[config.mk]
export PLATFORM = sky130hd
export DESIGN_NAME = i2c_master_top
export DESIGN_NICKNAME = d
export VERILOG_FILES = /design/src/logic/i2c_ctrl_pkg.sv /design/src/logic/i2c_bus_pkg.sv /design/src/logic/i2c_bit_timer.sv /design/src/logic/i2c_sequencer.sv /design/src/logic/i2c_bit_engine.sv /design/src/logic/i2c_axil_regs.sv /design/src/logic/i2c_master_top.sv
export SDC_FILE = /design/constraint.sdc
export NUM_CORES = 1
export LEC_CHECK = 0
export ABC_AREA = 1
export BUFFER_PORTS_ARGS = -buffer_cell sky130_fd_sc_hd__buf_2
export CORE_ASPECT_RATIO = 0.5
export CORE_MARGIN = 8
export CORE_UTILIZATION = 63
export DETAILED_ROUTE_END_ITERATION = 8
export GPL_TIMING_DRIVEN = 1
export PLACE_DENSITY = 0.92
export SLEW_MARGIN = 25
export SYNTH_ARGS = -nofsm -noshare
export SYNTH_HDL_FRONTEND = slang
export SYNTH_SLANG_ARGS = --single-unit
[constraint.sdc]
create_clock -name clk -period 4.1 [get_ports clk]
set_input_delay 0.615 -clock clk [delete_from_list [all_inputs] [get_ports clk]]
set_output_delay 0.615 -clock clk [all_outputs]
set_load 0.01 [all_outputs]
[src/logic/i2c_ctrl_pkg.sv]
/*
 * i2c master host-side definitions
 * register offsets, field positions and axi4-lite response codes
 */
package i2c_ctrl_pkg;

	// axi4-lite bus widths
	localparam int axi_data_w = 32;
	localparam int axi_addr_w = 5;
	localparam int axi_strb_w = axi_data_w / 8;

	// register offsets
	localparam logic [axi_addr_w-1:0] reg_dev_addr = 5'h00;
	localparam logic [axi_addr_w-1:0] reg_mem_addr = 5'h04;
	localparam logic [axi_addr_w-1:0] reg_wr_data  = 5'h08;
	localparam logic [axi_addr_w-1:0] reg_command  = 5'h0c;
	localparam logic [axi_addr_w-1:0] reg_status   = 5'h10;

	// 7-bit device address sits in bits 7:1, bit 0 reads zero
	localparam int dev_addr_lsb = 1;

	// command bits, write wins when both are set
	localparam int cmd_wr_bit = 0;
	localparam int cmd_rd_bit = 1;

	// status word layout
	localparam int st_busy_bit = 0;
	localparam int st_fail_bit = 1;
	localparam int st_hist_lsb = 4;
	localparam int st_rdv_bit  = 8;
	localparam int st_rdd_lsb  = 16;

	// response codes
	localparam logic [1:0] resp_okay   = 2'b00;
	localparam logic [1:0] resp_slverr = 2'b10;

endpackage

[src/logic/i2c_bus_pkg.sv]
/*
 * i2c master bus-side definitions
 * symbol codes, bus timing and symbol string length
 */
package i2c_bus_pkg;

	// bus symbols, one per bit period
	localparam logic [2:0] sym_idle  = 3'b000;
	localparam logic [2:0] sym_start = 3'b001;
	localparam logic [2:0] sym_stop  = 3'b010;
	localparam logic [2:0] sym_grab  = 3'b011;
	// check looks for a low acknowledge bit
	localparam logic [2:0] sym_check = 3'b100;
	// bit 0 of a send code is the bit driven onto sda
	localparam logic [2:0] sym_send0 = 3'b110;
	localparam logic [2:0] sym_send1 = 3'b111;

	// system clock and scl rate in hz
	localparam int clk_freq = 10_000_000;
	localparam int scl_freq = 100_000;

	// system clocks per bit period
	localparam int bit_cycle = clk_freq / scl_freq;
	localparam int cntr_w    = $clog2(bit_cycle);

	// quarter boundaries of the period counter
	localparam logic [cntr_w-1:0] tick_q1 = cntr_w'(bit_cycle / 4 - 1);
	localparam logic [cntr_w-1:0] tick_q2 = cntr_w'(bit_cycle / 2 - 1);
	localparam logic [cntr_w-1:0] tick_q3 = cntr_w'((bit_cycle * 3) / 4 - 1);
	localparam logic [cntr_w-1:0] tick_q4 = cntr_w'(bit_cycle - 1);

	// longest transfer is the random read at 42 symbols
	localparam int max_syms = 44;

endpackage

[src/logic/i2c_bit_timer.sv]
/*
 * i2c bit timer
 * free-running bit period counter with four quarter-phase tick pulses
 */
`timescale 1ns/1ps

module i2c_bit_timer (
	input  logic clk,
	input  logic user_mode_sync,
	output logic tick_q1,
	output logic tick_q2,
	output logic tick_q3,
	output logic tick_q4
);
	import i2c_bus_pkg::*;

	logic [cntr_w-1:0] bit_cntr;

	// tick pattern across one bit period
	//   q1  sda may change
	//   q2  scl rises
	//   q3  sda sampled
	//   q4  scl falls, next symbol
	always_ff @(posedge clk or negedge user_mode_sync) begin
		if (!user_mode_sync) begin
			bit_cntr <= '0;
			tick_q1  <= 1'b0;
			tick_q2  <= 1'b0;
			tick_q3  <= 1'b0;
			tick_q4  <= 1'b0;
		end else begin
			if (bit_cntr == i2c_bus_pkg::tick_q4) begin
				bit_cntr <= '0;
			end else begin
				bit_cntr <= bit_cntr + 1'b1;
			end
			// ticks land one clock after the matching count
			tick_q1 <= (bit_cntr == i2c_bus_pkg::tick_q1);
			tick_q2 <= (bit_cntr == i2c_bus_pkg::tick_q2);
			tick_q3 <= (bit_cntr == i2c_bus_pkg::tick_q3);
			tick_q4 <= (bit_cntr == i2c_bus_pkg::tick_q4);
		end
	end

endmodule

[src/logic/i2c_sequencer.sv]
/*
 * i2c transfer sequencer
 * loads the symbol string for a write or random read, shifts it once
 * per bit period and tracks busy, done, read data and acknowledge state
 */
`timescale 1ns/1ps

module i2c_sequencer (
	input  logic       clk,
	input  logic       user_mode_sync,
	input  logic       cmd_wr,
	input  logic       cmd_rd,
	input  logic [6:0] dev_addr,
	input  logic [7:0] mem_addr,
	input  logic [7:0] wr_data,
	input  logic       tick_q4,
	input  logic       ack_sample,
	input  logic       ack_bit,
	input  logic [7:0] capture_byte,
	output logic [2:0] cur_sym,
	output logic       busy,
	output logic       done,
	output logic       rd_valid,
	output logic [7:0] rd_data,
	output logic       ack_failure,
	output logic [3:0] ack_history
);
	import i2c_bus_pkg::*;

	// head of the string sits in the top three bits
	logic [3*max_syms-1:0] sym_str;
	logic                  read_pending;
	logic                  stop_hit;
	logic [23:0]           addr_w_syms;
	logic [23:0]           addr_r_syms;
	logic [23:0]           mem_syms;
	logic [23:0]           data_syms;

	// one byte into eight send symbols, msb first
	function automatic logic [23:0] expand(input logic [7:0] b);
		logic [23:0] s;
		int          i;
		for (i = 0; i < 8; i++) begin
			s[3*i +: 3] = b[i] ? sym_send1 : sym_send0;
		end
		return s;
	endfunction

	// address byte carries r/w in bit 0
	assign addr_w_syms = expand({dev_addr, 1'b0});
	assign addr_r_syms = expand({dev_addr, 1'b1});
	assign mem_syms    = expand(mem_addr);
	assign data_syms   = expand(wr_data);

	assign cur_sym  = sym_str[3*max_syms-1 -: 3];
	// a new command takes over from the stop symbol
	assign stop_hit = busy && (cur_sym == sym_stop) && !cmd_wr && !cmd_rd;

	always_ff @(posedge clk or negedge user_mode_sync) begin
		if (!user_mode_sync) begin
			sym_str      <= {max_syms{sym_idle}};
			busy         <= 1'b0;
			done         <= 1'b0;
			rd_valid     <= 1'b0;
			read_pending <= 1'b0;
			ack_failure  <= 1'b0;
			ack_history  <= 4'h0;
		end else begin
			done     <= 1'b0;
			rd_valid <= 1'b0;
			if (cmd_wr) begin
				// 32 symbols, padded with idle
				sym_str <= {sym_idle, sym_idle, sym_start,
				            addr_w_syms, sym_check,
				            mem_syms, sym_check,
				            data_syms, sym_check,
				            sym_stop, sym_idle,
				            {12{sym_idle}}};
				busy         <= 1'b1;
				read_pending <= 1'b0;
				ack_failure  <= 1'b0;
			end else if (cmd_rd) begin
				// 42 symbols, repeated start before the read address
				sym_str <= {sym_idle, sym_idle, sym_start,
				            addr_w_syms, sym_check,
				            mem_syms, sym_check,
				            sym_start, addr_r_syms, sym_check,
				            {8{sym_grab}}, sym_send1,
				            sym_stop, sym_idle,
				            {2{sym_idle}}};
				busy         <= 1'b1;
				read_pending <= 1'b1;
				ack_failure  <= 1'b0;
			end else begin
				if (tick_q4) begin
					sym_str <= {sym_str[3*max_syms-4:0], sym_idle};
				end
				// sticky until the next command
				if (ack_sample && ack_bit) begin
					ack_failure <= 1'b1;
				end
			end
			if (stop_hit) begin
				busy <= 1'b0;
				done <= 1'b1;
				if (read_pending) begin
					rd_valid     <= 1'b1;
					read_pending <= 1'b0;
				end
			end
			if (ack_sample) begin
				ack_history <= {ack_history[2:0], ack_bit};
			end
		end
	end

	// read byte is complete once the nak has gone out
	always_ff @(posedge clk) begin
		if (stop_hit && read_pending) begin
			rd_data <= capture_byte;
		end
	end

endmodule

[src/logic/i2c_bit_engine.sv]
/*
 * i2c bit engine
 * drives open-drain scl/sda for the head symbol, captures read bits
 * and samples acknowledge bits
 */
`timescale 1ns/1ps

module i2c_bit_engine (
	input  logic       clk,
	input  logic       user_mode_sync,
	input  logic [2:0] cur_sym,
	input  logic       tick_q1,
	input  logic       tick_q2,
	input  logic       tick_q3,
	input  logic       tick_q4,
	input  logic       scl_in,
	input  logic       sda_in,
	output logic       scl_out,
	output logic       scl_oe,
	output logic       sda_out,
	output logic       sda_oe,
	output logic       ack_sample,
	output logic       ack_bit,
	output logic [7:0] capture_byte
);
	import i2c_bus_pkg::*;

	////////////////////
	// pin drive
	////////////////////

	always_ff @(posedge clk or negedge user_mode_sync) begin
		if (!user_mode_sync) begin
			scl_out    <= 1'b1;
			scl_oe     <= 1'b0;
			sda_out    <= 1'b1;
			sda_oe     <= 1'b0;
			ack_sample <= 1'b0;
		end else begin
			ack_sample <= 1'b0;
			// scl is held by the master for every active symbol
			scl_oe <= 1'b1;
			case (cur_sym)
				sym_idle: begin
					scl_out <= 1'b1;
					scl_oe  <= 1'b0;
					sda_out <= 1'b1;
					sda_oe  <= 1'b0;
				end
				sym_start: begin
					// sda high first, then falls with scl high
					if (tick_q1) begin
						sda_oe  <= 1'b1;
						sda_out <= 1'b1;
					end
					if (tick_q2) scl_out <= 1'b1;
					if (tick_q3) sda_out <= 1'b0;
					if (tick_q4) scl_out <= 1'b0;
				end
				sym_stop: begin
					// sda rises with scl high, scl stays up into idle
					if (tick_q1) begin
						sda_oe  <= 1'b1;
						sda_out <= 1'b0;
					end
					if (tick_q2) scl_out <= 1'b1;
					if (tick_q3) sda_out <= 1'b1;
				end
				sym_grab, sym_check: begin
					// slave owns sda for this bit
					sda_oe <= 1'b0;
					if (tick_q2) scl_out <= 1'b1;
					if (tick_q3 && (cur_sym == sym_check)) ack_sample <= 1'b1;
					if (tick_q4) scl_out <= 1'b0;
				end
				sym_send0, sym_send1: begin
					// data changes only while scl is low
					if (tick_q1) begin
						sda_oe  <= 1'b1;
						sda_out <= cur_sym[0];
					end
					if (tick_q2) scl_out <= 1'b1;
					if (tick_q4) scl_out <= 1'b0;
				end
				default: begin
					// unknown code, let the bus go
					scl_out <= 1'b1;
					scl_oe  <= 1'b0;
					sda_out <= 1'b1;
					sda_oe  <= 1'b0;
				end
			endcase
		end
	end

	////////////////////
	// sampling
	////////////////////

	always_ff @(posedge clk) begin
		// grab bits arrive msb first
		if (tick_q3 && (cur_sym == sym_grab)) begin
			capture_byte <= {capture_byte[6:0], sda_in};
		end
		// clock not seen high at the sample point counts as nak
		if (tick_q3 && (cur_sym == sym_check)) begin
			ack_bit <= sda_in | ~scl_in;
		end
	end

endmodule

[src/logic/i2c_axil_regs.sv]
/*
 * i2c master axi4-lite register file
 * holds address and data fields, issues commands and presents status
 */
`timescale 1ns/1ps

module i2c_axil_regs (
	input  logic                              clk,
	input  logic                              user_mode_sync,
	input  logic [i2c_ctrl_pkg::axi_addr_w-1:0] awaddr,
	input  logic                              awvalid,
	output logic                              awready,
	input  logic [i2c_ctrl_pkg::axi_data_w-1:0] wdata,
	input  logic [i2c_ctrl_pkg::axi_strb_w-1:0] wstrb,
	input  logic                              wvalid,
	output logic                              wready,
	output logic [1:0]                        bresp,
	output logic                              bvalid,
	input  logic                              bready,
	input  logic [i2c_ctrl_pkg::axi_addr_w-1:0] araddr,
	input  logic                              arvalid,
	output logic                              arready,
	output logic [i2c_ctrl_pkg::axi_data_w-1:0] rdata,
	output logic [1:0]                        rresp,
	output logic                              rvalid,
	input  logic                              rready,
	input  logic                              busy,
	input  logic                              done,
	input  logic                              rd_valid_in,
	input  logic [7:0]                        rd_data_in,
	input  logic                              ack_failure,
	input  logic [3:0]                        ack_history,
	output logic [6:0]                        dev_addr,
	output logic [7:0]                        mem_addr,
	output logic [7:0]                        wr_data,
	output logic                              cmd_wr,
	output logic                              cmd_rd
);
	import i2c_ctrl_pkg::*;

	logic                  wr_go;
	logic                  xfer_active;
	logic                  eng_busy;
	logic                  rd_sticky;
	logic [7:0]            rd_byte;
	logic [axi_data_w-1:0] status_word;
	logic [axi_data_w-1:0] rd_word;

	// covers the gap between the command pulse and busy rising
	assign eng_busy = busy | xfer_active;

	// both halves of the write must be present, none while a response waits
	assign wr_go = awvalid && wvalid && !awready && !bvalid;

	// no new read while a response is held
	assign arready = !rvalid;

	////////////////////
	// write channel
	////////////////////

	always_ff @(posedge clk or negedge user_mode_sync) begin
		if (!user_mode_sync) begin
			awready     <= 1'b0;
			wready      <= 1'b0;
			bvalid      <= 1'b0;
			bresp       <= resp_okay;
			cmd_wr      <= 1'b0;
			cmd_rd      <= 1'b0;
			xfer_active <= 1'b0;
			dev_addr    <= 7'h0;
			mem_addr    <= 8'h0;
			wr_data     <= 8'h0;
			rd_sticky   <= 1'b0;
			rd_byte     <= 8'h0;
		end else begin
			awready <= wr_go;
			wready  <= wr_go;
			cmd_wr  <= 1'b0;
			cmd_rd  <= 1'b0;
			if (bvalid && bready) begin
				bvalid <= 1'b0;
			end
			if (done) begin
				xfer_active <= 1'b0;
			end
			if (rd_valid_in) begin
				rd_sticky <= 1'b1;
				rd_byte   <= rd_data_in;
			end
			// awready high marks the handshake cycle
			if (awready) begin
				bvalid <= 1'b1;
				bresp  <= resp_okay;
				case (awaddr)
					reg_dev_addr: if (wstrb[0]) dev_addr <= wdata[7:dev_addr_lsb];
					reg_mem_addr: if (wstrb[0]) mem_addr <= wdata[7:0];
					reg_wr_data:  if (wstrb[0]) wr_data  <= wdata[7:0];
					reg_command: begin
						if (eng_busy) begin
							// dropped, transfer in flight keeps running
							bresp <= resp_slverr;
						end else if (wstrb[0] && (wdata[cmd_wr_bit] || wdata[cmd_rd_bit])) begin
							cmd_wr      <= wdata[cmd_wr_bit];
							cmd_rd      <= !wdata[cmd_wr_bit];
							xfer_active <= 1'b1;
							rd_sticky   <= 1'b0;
							rd_byte     <= 8'h0;
						end
					end
					default: ;
				endcase
			end
		end
	end

	////////////////////
	// read channel
	////////////////////

	always_comb begin
		status_word                     = '0;
		status_word[st_busy_bit]        = eng_busy;
		status_word[st_fail_bit]        = ack_failure;
		status_word[st_hist_lsb +: 4]   = ack_history;
		status_word[st_rdv_bit]         = rd_sticky;
		status_word[st_rdd_lsb +: 8]    = rd_byte;
	end

	// command is write only, so it reads zero with the unmapped space
	always_comb begin
		rd_word = '0;
		case (araddr)
			reg_dev_addr: rd_word[7:dev_addr_lsb] = dev_addr;
			reg_mem_addr: rd_word[7:0] = mem_addr;
			reg_wr_data:  rd_word[7:0] = wr_data;
			reg_status:   rd_word = status_word;
			default:      rd_word = '0;
		endcase
	end

	always_ff @(posedge clk or negedge user_mode_sync) begin
		if (!user_mode_sync) begin
			rvalid <= 1'b0;
			rresp  <= resp_okay;
			rdata  <= '0;
		end else begin
			if (arvalid && arready) begin
				rvalid <= 1'b1;
				rresp  <= resp_okay;
				rdata  <= rd_word;
			end else if (rvalid && rready) begin
				rvalid <= 1'b0;
			end
		end
	end

endmodule

[src/logic/i2c_master_top.sv]
/*
 * i2c master top level
 * axi4-lite register file driving a timed symbol sequencer and bit engine
 */
`timescale 1ns/1ps

module i2c_master_top (
	input  logic                              clk,
	input  logic                              user_mode_sync,
	input  logic [i2c_ctrl_pkg::axi_addr_w-1:0] awaddr,
	input  logic                              awvalid,
	output logic                              awready,
	input  logic [i2c_ctrl_pkg::axi_data_w-1:0] wdata,
	input  logic [i2c_ctrl_pkg::axi_strb_w-1:0] wstrb,
	input  logic                              wvalid,
	output logic                              wready,
	output logic [1:0]                        bresp,
	output logic                              bvalid,
	input  logic                              bready,
	input  logic [i2c_ctrl_pkg::axi_addr_w-1:0] araddr,
	input  logic                              arvalid,
	output logic                              arready,
	output logic [i2c_ctrl_pkg::axi_data_w-1:0] rdata,
	output logic [1:0]                        rresp,
	output logic                              rvalid,
	input  logic                              rready,
	input  logic                              scl_in,
	input  logic                              sda_in,
	output logic                              scl_out,
	output logic                              scl_oe,
	output logic                              sda_out,
	output logic                              sda_oe
);

	// register file to sequencer
	logic [6:0] dev_addr;
	logic [7:0] mem_addr;
	logic [7:0] wr_data;
	logic       cmd_wr;
	logic       cmd_rd;

	// sequencer status
	logic       busy;
	logic       done;
	logic       rd_valid;
	logic [7:0] rd_data;
	logic       ack_failure;
	logic [3:0] ack_history;

	// timing and bit level
	logic       tick_q1;
	logic       tick_q2;
	logic       tick_q3;
	logic       tick_q4;
	logic [2:0] cur_sym;
	logic       ack_sample;
	logic       ack_bit;
	logic [7:0] capture_byte;

	i2c_axil_regs i2c_axil_regs_i (
		.clk            (clk),
		.user_mode_sync (user_mode_sync),
		.awaddr         (awaddr),
		.awvalid        (awvalid),
		.awready        (awready),
		.wdata          (wdata),
		.wstrb          (wstrb),
		.wvalid         (wvalid),
		.wready         (wready),
		.bresp          (bresp),
		.bvalid         (bvalid),
		.bready         (bready),
		.araddr         (araddr),
		.arvalid        (arvalid),
		.arready        (arready),
		.rdata          (rdata),
		.rresp          (rresp),
		.rvalid         (rvalid),
		.rready         (rready),
		.busy           (busy),
		.done           (done),
		.rd_valid_in    (rd_valid),
		.rd_data_in     (rd_data),
		.ack_failure    (ack_failure),
		.ack_history    (ack_history),
		.dev_addr       (dev_addr),
		.mem_addr       (mem_addr),
		.wr_data        (wr_data),
		.cmd_wr         (cmd_wr),
		.cmd_rd         (cmd_rd)
	);

	i2c_bit_timer i2c_bit_timer_i (
		.clk            (clk),
		.user_mode_sync (user_mode_sync),
		.tick_q1        (tick_q1),
		.tick_q2        (tick_q2),
		.tick_q3        (tick_q3),
		.tick_q4        (tick_q4)
	);

	i2c_sequencer i2c_sequencer_i (
		.clk            (clk),
		.user_mode_sync (user_mode_sync),
		.cmd_wr         (cmd_wr),
		.cmd_rd         (cmd_rd),
		.dev_addr       (dev_addr),
		.mem_addr       (mem_addr),
		.wr_data        (wr_data),
		.tick_q4        (tick_q4),
		.ack_sample     (ack_sample),
		.ack_bit        (ack_bit),
		.capture_byte   (capture_byte),
		.cur_sym        (cur_sym),
		.busy           (busy),
		.done           (done),
		.rd_valid       (rd_valid),
		.rd_data        (rd_data),
		.ack_failure    (ack_failure),
		.ack_history    (ack_history)
	);

	i2c_bit_engine i2c_bit_engine_i (
		.clk            (clk),
		.user_mode_sync (user_mode_sync),
		.cur_sym        (cur_sym),
		.tick_q1        (tick_q1),
		.tick_q2        (tick_q2),
		.tick_q3        (tick_q3),
		.tick_q4        (tick_q4),
		.scl_in         (scl_in),
		.sda_in         (sda_in),
		.scl_out        (scl_out),
		.scl_oe         (scl_oe),
		.sda_out        (sda_out),
		.sda_oe         (sda_oe),
		.ack_sample     (ack_sample),
		.ack_bit        (ack_bit),
		.capture_byte   (capture_byte)
	);

endmodule

**Word level (Yosys, flattened, before mapping)**

Cells that the tools add are included.

- Flip-flop bits (word level): 246
- Bits of input ports: 55
- Output and inout bits: 45
- Logic and storage cells: 180

- $add $sub $neg: 1
- Eq/ne operators: 20
- Mux-type cells: 85
- Bitwise gates (word level): 4
- Reductions and logical operators: 37

Operators by type and width:

| operator | count |
|---|---|
| $mux 132 | 3 |
| $mux 1 | 69 |
| $mux 8 | 5 |
| $pmux 7 s4 | 1 |
| $mux 16 | 1 |
| $eq 5x4->1 const B | 3 |
| $eq 7x7->1 const B | 2 |
| $logic_and 1x1->1 | 14 |
| $eq 5x3->1 const B | 2 |
| $logic_not 5->1 | 2 |
| $eq 3x3->1 const B | 3 |
| $reduce_and 3->1 | 3 |
| $reduce_bool 3->1 | 3 |
| $add 7x1->7 const B | 1 |
| $eq 7x5->1 const B | 1 |
| $eq 7x6->1 const B | 1 |
| $mux 7 | 1 |
| $eq 3x2->1 const B | 2 |
| $logic_not 1->1 | 6 |
| $ne 3x3->1 const B | 2 |
| $reduce_or 6->1 | 1 |
| $eq 5x5->1 const B | 1 |
| $reduce_or 5->1 | 1 |
| $mux 2 | 2 |
| other kinds (13) | 17 |

**Depth between registers and ports, before layout**

- Word-level depth: 6
- Mapped depth: 7
- Gate-level depth less buffers: 7

**Cells and area by module**

A second synthesis with hierarchy kept.

- Cell total of the unflattened synthesis: 961
- Area, all modules: 8988.6 um2

By module, submodules not included:

| module | times used | cells each | area an instance (um2) | sequential area each (um2) |
|---|---|---|---|---|
| i2c_sequencer | 1 | 551 | 5212.5 | 3243.1 |
| i2c_axil_regs | 1 | 301 | 2686.3 | 1401.3 |
| i2c_bit_engine | 1 | 51 | 563.0 | 397.9 |
| i2c_bit_timer | 1 | 58 | 526.8 | 275.3 |

**Least setup slack after synthesis**

No wires, ideal clock.

- Kind: flip-flop to flip-flop
- From: reg i2c_axil_regs_i.cmd_wr
- To: reg i2c_sequencer_i.rd_data[0] (enable)
- Library setup time: 0.373 ns
- Arrival: 1.248 ns
- Required time: 3.727 ns
- Setup slack: 2.479 ns
- Cell stages (with the launch flop): 5
- Path buffers: 1
- Period minus slack after synthesis: 1.621 ns
- Cell sequence: dfrtp_1 > nor2_4 > buf_2 > nand2_1 > nor2_1

- Word-level cells in the longest chain between the ends: 4

Ends and longest elaborated chain:

| element | line | RTL |
|---|---|---|
| start, declared | i2c_axil_regs.sv:36 | `output logic cmd_wr,` |
| start signal, assigned | i2c_axil_regs.sv:104 | `cmd_wr <= wdata[cmd_wr_bit];` |
| $logic_not 1->1 | i2c_sequencer.sv:57 | `assign stop_hit = busy && (cur_sym == sym_stop) && !cmd_wr && !cmd_rd;` |
| $logic_and 1x1->1 (2 in a row) | i2c_sequencer.sv:57 |  |
| $logic_and 1x1->1 | i2c_sequencer.sv:119 | `if (stop_hit && read_pending) begin` |
| end signal, assigned | i2c_sequencer.sv:120 | `rd_data <= capture_byte;` |
| end, declared | i2c_sequencer.sv:24 | `output logic [7:0] rd_data,` |

No other way between the ends.
A chain may end at the register's enable or synchronous reset.

**Worst setup path after layout**

- From: reg i2c_axil_regs_i.cmd_rd
- To: reg i2c_sequencer_i.sym_str[66]

- Word-level cells in the longest chain between the ends: 2
- Elaborated cells on any way between the ends: 3
- Those cells by class: 2 x mux; 1 x reduce/logical

Ends and longest elaborated chain:

| element | line | RTL |
|---|---|---|
| start, declared | i2c_axil_regs.sv:37 | `output logic cmd_rd` |
| start signal, assigned | i2c_axil_regs.sv:105 | `cmd_rd <= !wdata[cmd_wr_bit];` |
| $mux 132 | i2c_sequencer.sv:82 | `end else if (cmd_rd) begin` |
| $mux 132 | i2c_sequencer.sv:71 | `if (cmd_wr) begin` |
| end signal, assigned | i2c_sequencer.sv:73 | `sym_str <= {sym_idle, sym_idle, sym_start,` |
| end signal, assigned | i2c_sequencer.sv:84 | `sym_str <= {sym_idle, sym_idle, sym_start,` |
| end signal, assigned | i2c_sequencer.sv:96 | `sym_str <= {sym_str[3*max_syms-4:0], sym_idle};` |
| end, declared | i2c_sequencer.sv:31 | `logic [3*max_syms-1:0] sym_str;` |

Parallel ways exist; a longest one is shown, timed or not.

==> impl_metrics.env <==
export IMPL_status="finished clean"
export IMPL_cp_required_ns=4.45
export IMPL_period_share_pct=56.29
export IMPL_tritoncts="built"
export IMPL_rsz0062_at_grt="no"
export IMPL_clock_skew_ns=0.01771
export IMPL_finalWirelength_um=20420
export IMPL_cts_htree_levels=1
export IMPL_grt_max_degree=129
export IMPL_pwr_share_clk_pct=42.4
export IMPL_area_contributors_post_synth="dfrtp_1, nand2_1, edfxtp_1, o211ai_1, inv_1"
export IMPL_detail_route_wl_per_cell_um=17.63
export IMPL_floorplan_initialDensity_pct=63.28
export IMPL_cts_made_buffers=18
export IMPL_row_count=31
export IMPL_diodes=0
export IMPL_critPathKind="reg -> reg"
export IMPL_crit_path_start_kind="flop"
export IMPL_achievable_frequency_mhz=433.3
export IMPL_route_antenna_remaining_nets=0
export IMPL_post_route_drc_violation_count=0
export IMPL_core_area_um2=14230
export IMPL_drive_above_1_share_pct=12.92
export IMPL_port_buffers=54
export IMPL_critical_path_endpoint_type="flop"
export IMPL_place_worst_setup_slack_ns=1.877
export IMPL_gp_routability_congestion=0.8465
export IMPL_wl_on_met1_um=8205
export IMPL_dr_first_iter_drc_count=904
export IMPL_hold_class="in -> reg"
export IMPL_route_vias_total=7024
export IMPL_layout_nets=1010
export IMPL_synth_warning_count=0
export IMPL_gr_usage_all_layers_pct=22.19
export IMPL_dieWidth_um=185.1
export IMPL_p_sw_mw=0.8731
export IMPL_pwr_share_seq_pct=53.5
export IMPL_power_share_switching_pct=21.92
export IMPL_die_h_um=100.6
export IMPL_synthCells=927
export IMPL_seq_area_frac_synth_pct=59.04
export IMPL_synth_largest_area_cell="dfrtp_1"
export IMPL_cts_sinks=209
export IMPL_die_area_um2=18610
export IMPL_cts_reportedPaths_clkPinSlew_ns=0.08
export IMPL_detailroute_wirelength_met3_um=1544
export IMPL_drt_pass1_iter_count=6
export IMPL_via_count_of_the_first_global_routing_pass=6876
export IMPL_synth_most_common_cell="nand2_1"
export IMPL_syn_cell_area_um2=9007
export IMPL_netlist_cell_type_count=39
export IMPL_maxCapViolCount=0
export IMPL_cp_slowest_cell="buf_4"
export IMPL_synth_seq_cells=209
export IMPL_total_leakage_power_nw=4.612
export IMPL_setup_reg_to_reg_worst_slack_ns=1.79
export IMPL_reg2reg_to="i2c_sequencer_i.sym_str[66]"
export IMPL_grt_first_pass_wirelength_um=34170
export IMPL_timing_reg2reg_worst_path_depth=5
export IMPL_boundaryPins=100
export IMPL_syn_to_final_growth_pct=8.946
export IMPL_period_minus_ws_final_ns=2.308
export IMPL_top_signal_layer_used="met4"
export IMPL_dp_hpwl_um=12260
export IMPL_setup_violations_final=0
export IMPL_power_share_combinational_pct=4.1
export IMPL_path_max_fanout=93
export IMPL_power_per_cell_area_nw_per_um2=405.9
export IMPL_tns_ns=0
export IMPL_post_synth_top_area_share_pct=52.79
export IMPL_worst_skew_pair_late_latency_ns=0.49
export IMPL_whs_endpoint="i2c_axil_regs_i.rvalid"
export IMPL_viasPerCell=6.066
export IMPL_regToRegStartpoint="i2c_axil_regs_i.cmd_rd"
export IMPL_hold_path_startpoint="rready"
export IMPL_max_slew_margin_rel_pct=24.55
export IMPL_synthArstFlopShare_pct=91.87
export IMPL_hold_depth=2
export IMPL_synth_edff_count=17
export IMPL_final_setup_worst_slack_ns=1.792
export IMPL_clock_tree_buffer_depth=3
export IMPL_synthTopCellsByCount="nand2_1, dfrtp_1, inv_1"
export IMPL_timing_final_max_slew_violations=0
export IMPL_synthFlopType="dfrtp_1"
export IMPL_overflow=0
export IMPL_syn_area_per_cell_um2=9.717
export IMPL_n_fill_cell=918
export IMPL_power_internal_mw=3.110
export IMPL_max_vdd_ir_drop_uv=414.2
export IMPL_cts_root_buffer_cell="clkbuf_16"
export IMPL_worstMarginPinSlew_ns=1.121
export IMPL_met2_length_um=9977
export IMPL_cpMostUsedCell="o21ai_0"
export IMPL_final_util_pct=68.94
export IMPL_hold_viol=0
export IMPL_timing_critical_path_arrival_ns=2.65
export IMPL_timing_critical_path_cells="nor2_4, buf_4, o21ai_0, o21ai_0, o21ai_0"
export IMPL_antenna_found_initial=0
export IMPL_critical_path_max_stage_delay_ns=0.72
## layer usage
metal | track usage (%) | vias up
li1 | - | 3118
met1 | 28.97 | 3463
met2 | 37.39 | 353
met3 | 4.173 | 90
met4 | 6.907 | 0
met5 | 0 | -
## power groups by stage
stage,clock [mW],combinational (mW),sequential [mW]
final,1.69,0.162,2.13
after global routing,1.78,0.180,2.13
after CTS,1.69,0.157,2.13
after detailed placement,0,0.154,2.17
after global placement,0,0.146,2.17
after floorplan,0,0.0849,2.17
## layout by cell type (no fill, tap or decap), types with 2 or more instances in the layout
cell	count
nand4_1	34
inv_1	86
dfrtp_1	189
o311ai_2	2
nand3_2	3
nand3_1	51
conb_1	18
o221ai_1	2
edfxtp_1	17
buf_4	6
dfstp_2	2
o21ai_1	9
buf_2	53
nor2_2	2
nor3_1	11
clkinv_2	2
clkbuf_8	3
xor2_1	3
ha_1	4
o22ai_1	3
clkbuf_16	19
o311ai_0	2
nand2_1	214
o211ai_1	64
o311ai_1	2
clkbuf_1	3
inv_2	2
o21ai_2	17
nor3_2	2
o31ai_1	3
o21ai_0	43
nor2_1	32
a21oi_1	43
## what timing repair did
item                                   4_1_cts  5_1_grt
buffers inserted                             0        0
hold buffers                                 0        1
endpoints found under the hold margin        0        8
gates resized for setup                      0        0
## critical path, delay by kind of cell (launching register included)
family / cells / cell delay, ns
compound gates: 3 / 0.42
flops: 1 / 0.70
simple gates: 1 / 0.28
buf+inv: 1 / 0.72
## layout make-up
cell class / instances / area [µm²] / area share (%)
sequential: 209 / 5319 / 54.20
multi-input combinational: 571 / 2958 / 30.14
clock buffer: 25 / 528.0 / 5.381
timing repair buffer: 63 / 382.9 / 3.902
inverter: 88 / 330.3 / 3.366
tap: 198 / 247.7 / 2.525
clock inverter: 4 / 47.55 / 0.4845
## per-stage QoR
stage / hold WS (ns) / std cells / cell area (µm²) / total power [mW]
after floorplan: 0.3194 / 944 / 9071 / 2.251
after global placement: 0.4108 / 1126 / 9191 / 2.314
after detailed placement: 0.4267 / 1127 / 9199 / 2.324
after CTS: 0.3115 / 1156 / 9774 / 3.978
after global routing: 0.3055 / 1158 / 9813 / 4.094
final: 0.3136 / 1158 / 9813 / 3.983
## logic make-up (layout without fill, tap and decap cells)
logic type / count (synthesis) / count (layout) / share of synthesized area, %
adder cells (fa/ha/maj): 4 / 4 / 0.5557
other: 1 / 18 / 0.04163
XOR/XNOR: 3 / 3 / 0.2918
flip-flops: 209 / 209 / 59.04
buffers and inverters: 164 / 180 / 8.835
multiplexers: 1 / 1 / 0.1250
AO/OA/AOI/OAI: 192 / 192 / 13.85
AND/OR/NAND/NOR: 353 / 353 / 17.27
## registers in the layout, indices dropped and copies added (netlist names), 4 cells and up
signal,cells
i2c_axil_regs_i.dev_addr,7
i2c_axil_regs_i.mem_addr,8
i2c_axil_regs_i.rd_byte,8
i2c_axil_regs_i.rdata,17
i2c_axil_regs_i.wr_data,8
i2c_bit_engine_i.capture_byte,8
i2c_bit_timer_i.bit_cntr,7
i2c_sequencer_i.ack_history,4
i2c_sequencer_i.rd_data,8
i2c_sequencer_i.sym_str,111
## worst max-delay path by stage
stage	from	to	slack [ns]	cells past startpoint
3_3_place_gp	araddr[1]	i2c_axil_regs_i.rdata[0]	1.71	6
5_1_grt	i2c_axil_regs_i.cmd_rd	i2c_sequencer_i.sym_str[66]	1.53	5
2_1_floorplan	i2c_axil_regs_i.cmd_wr	i2c_sequencer_i.rd_data[0]	2.48	4
4_1_cts	i2c_axil_regs_i.cmd_rd	i2c_sequencer_i.sym_str[66]	1.85	5
6_report	i2c_axil_regs_i.cmd_rd	i2c_sequencer_i.sym_str[66]	1.79	5
3_5_place_dp	i2c_axil_regs_i.cmd_rd	i2c_sequencer_i.sym_str[66]	1.88	5
Power figures use the tool's default switching activity.
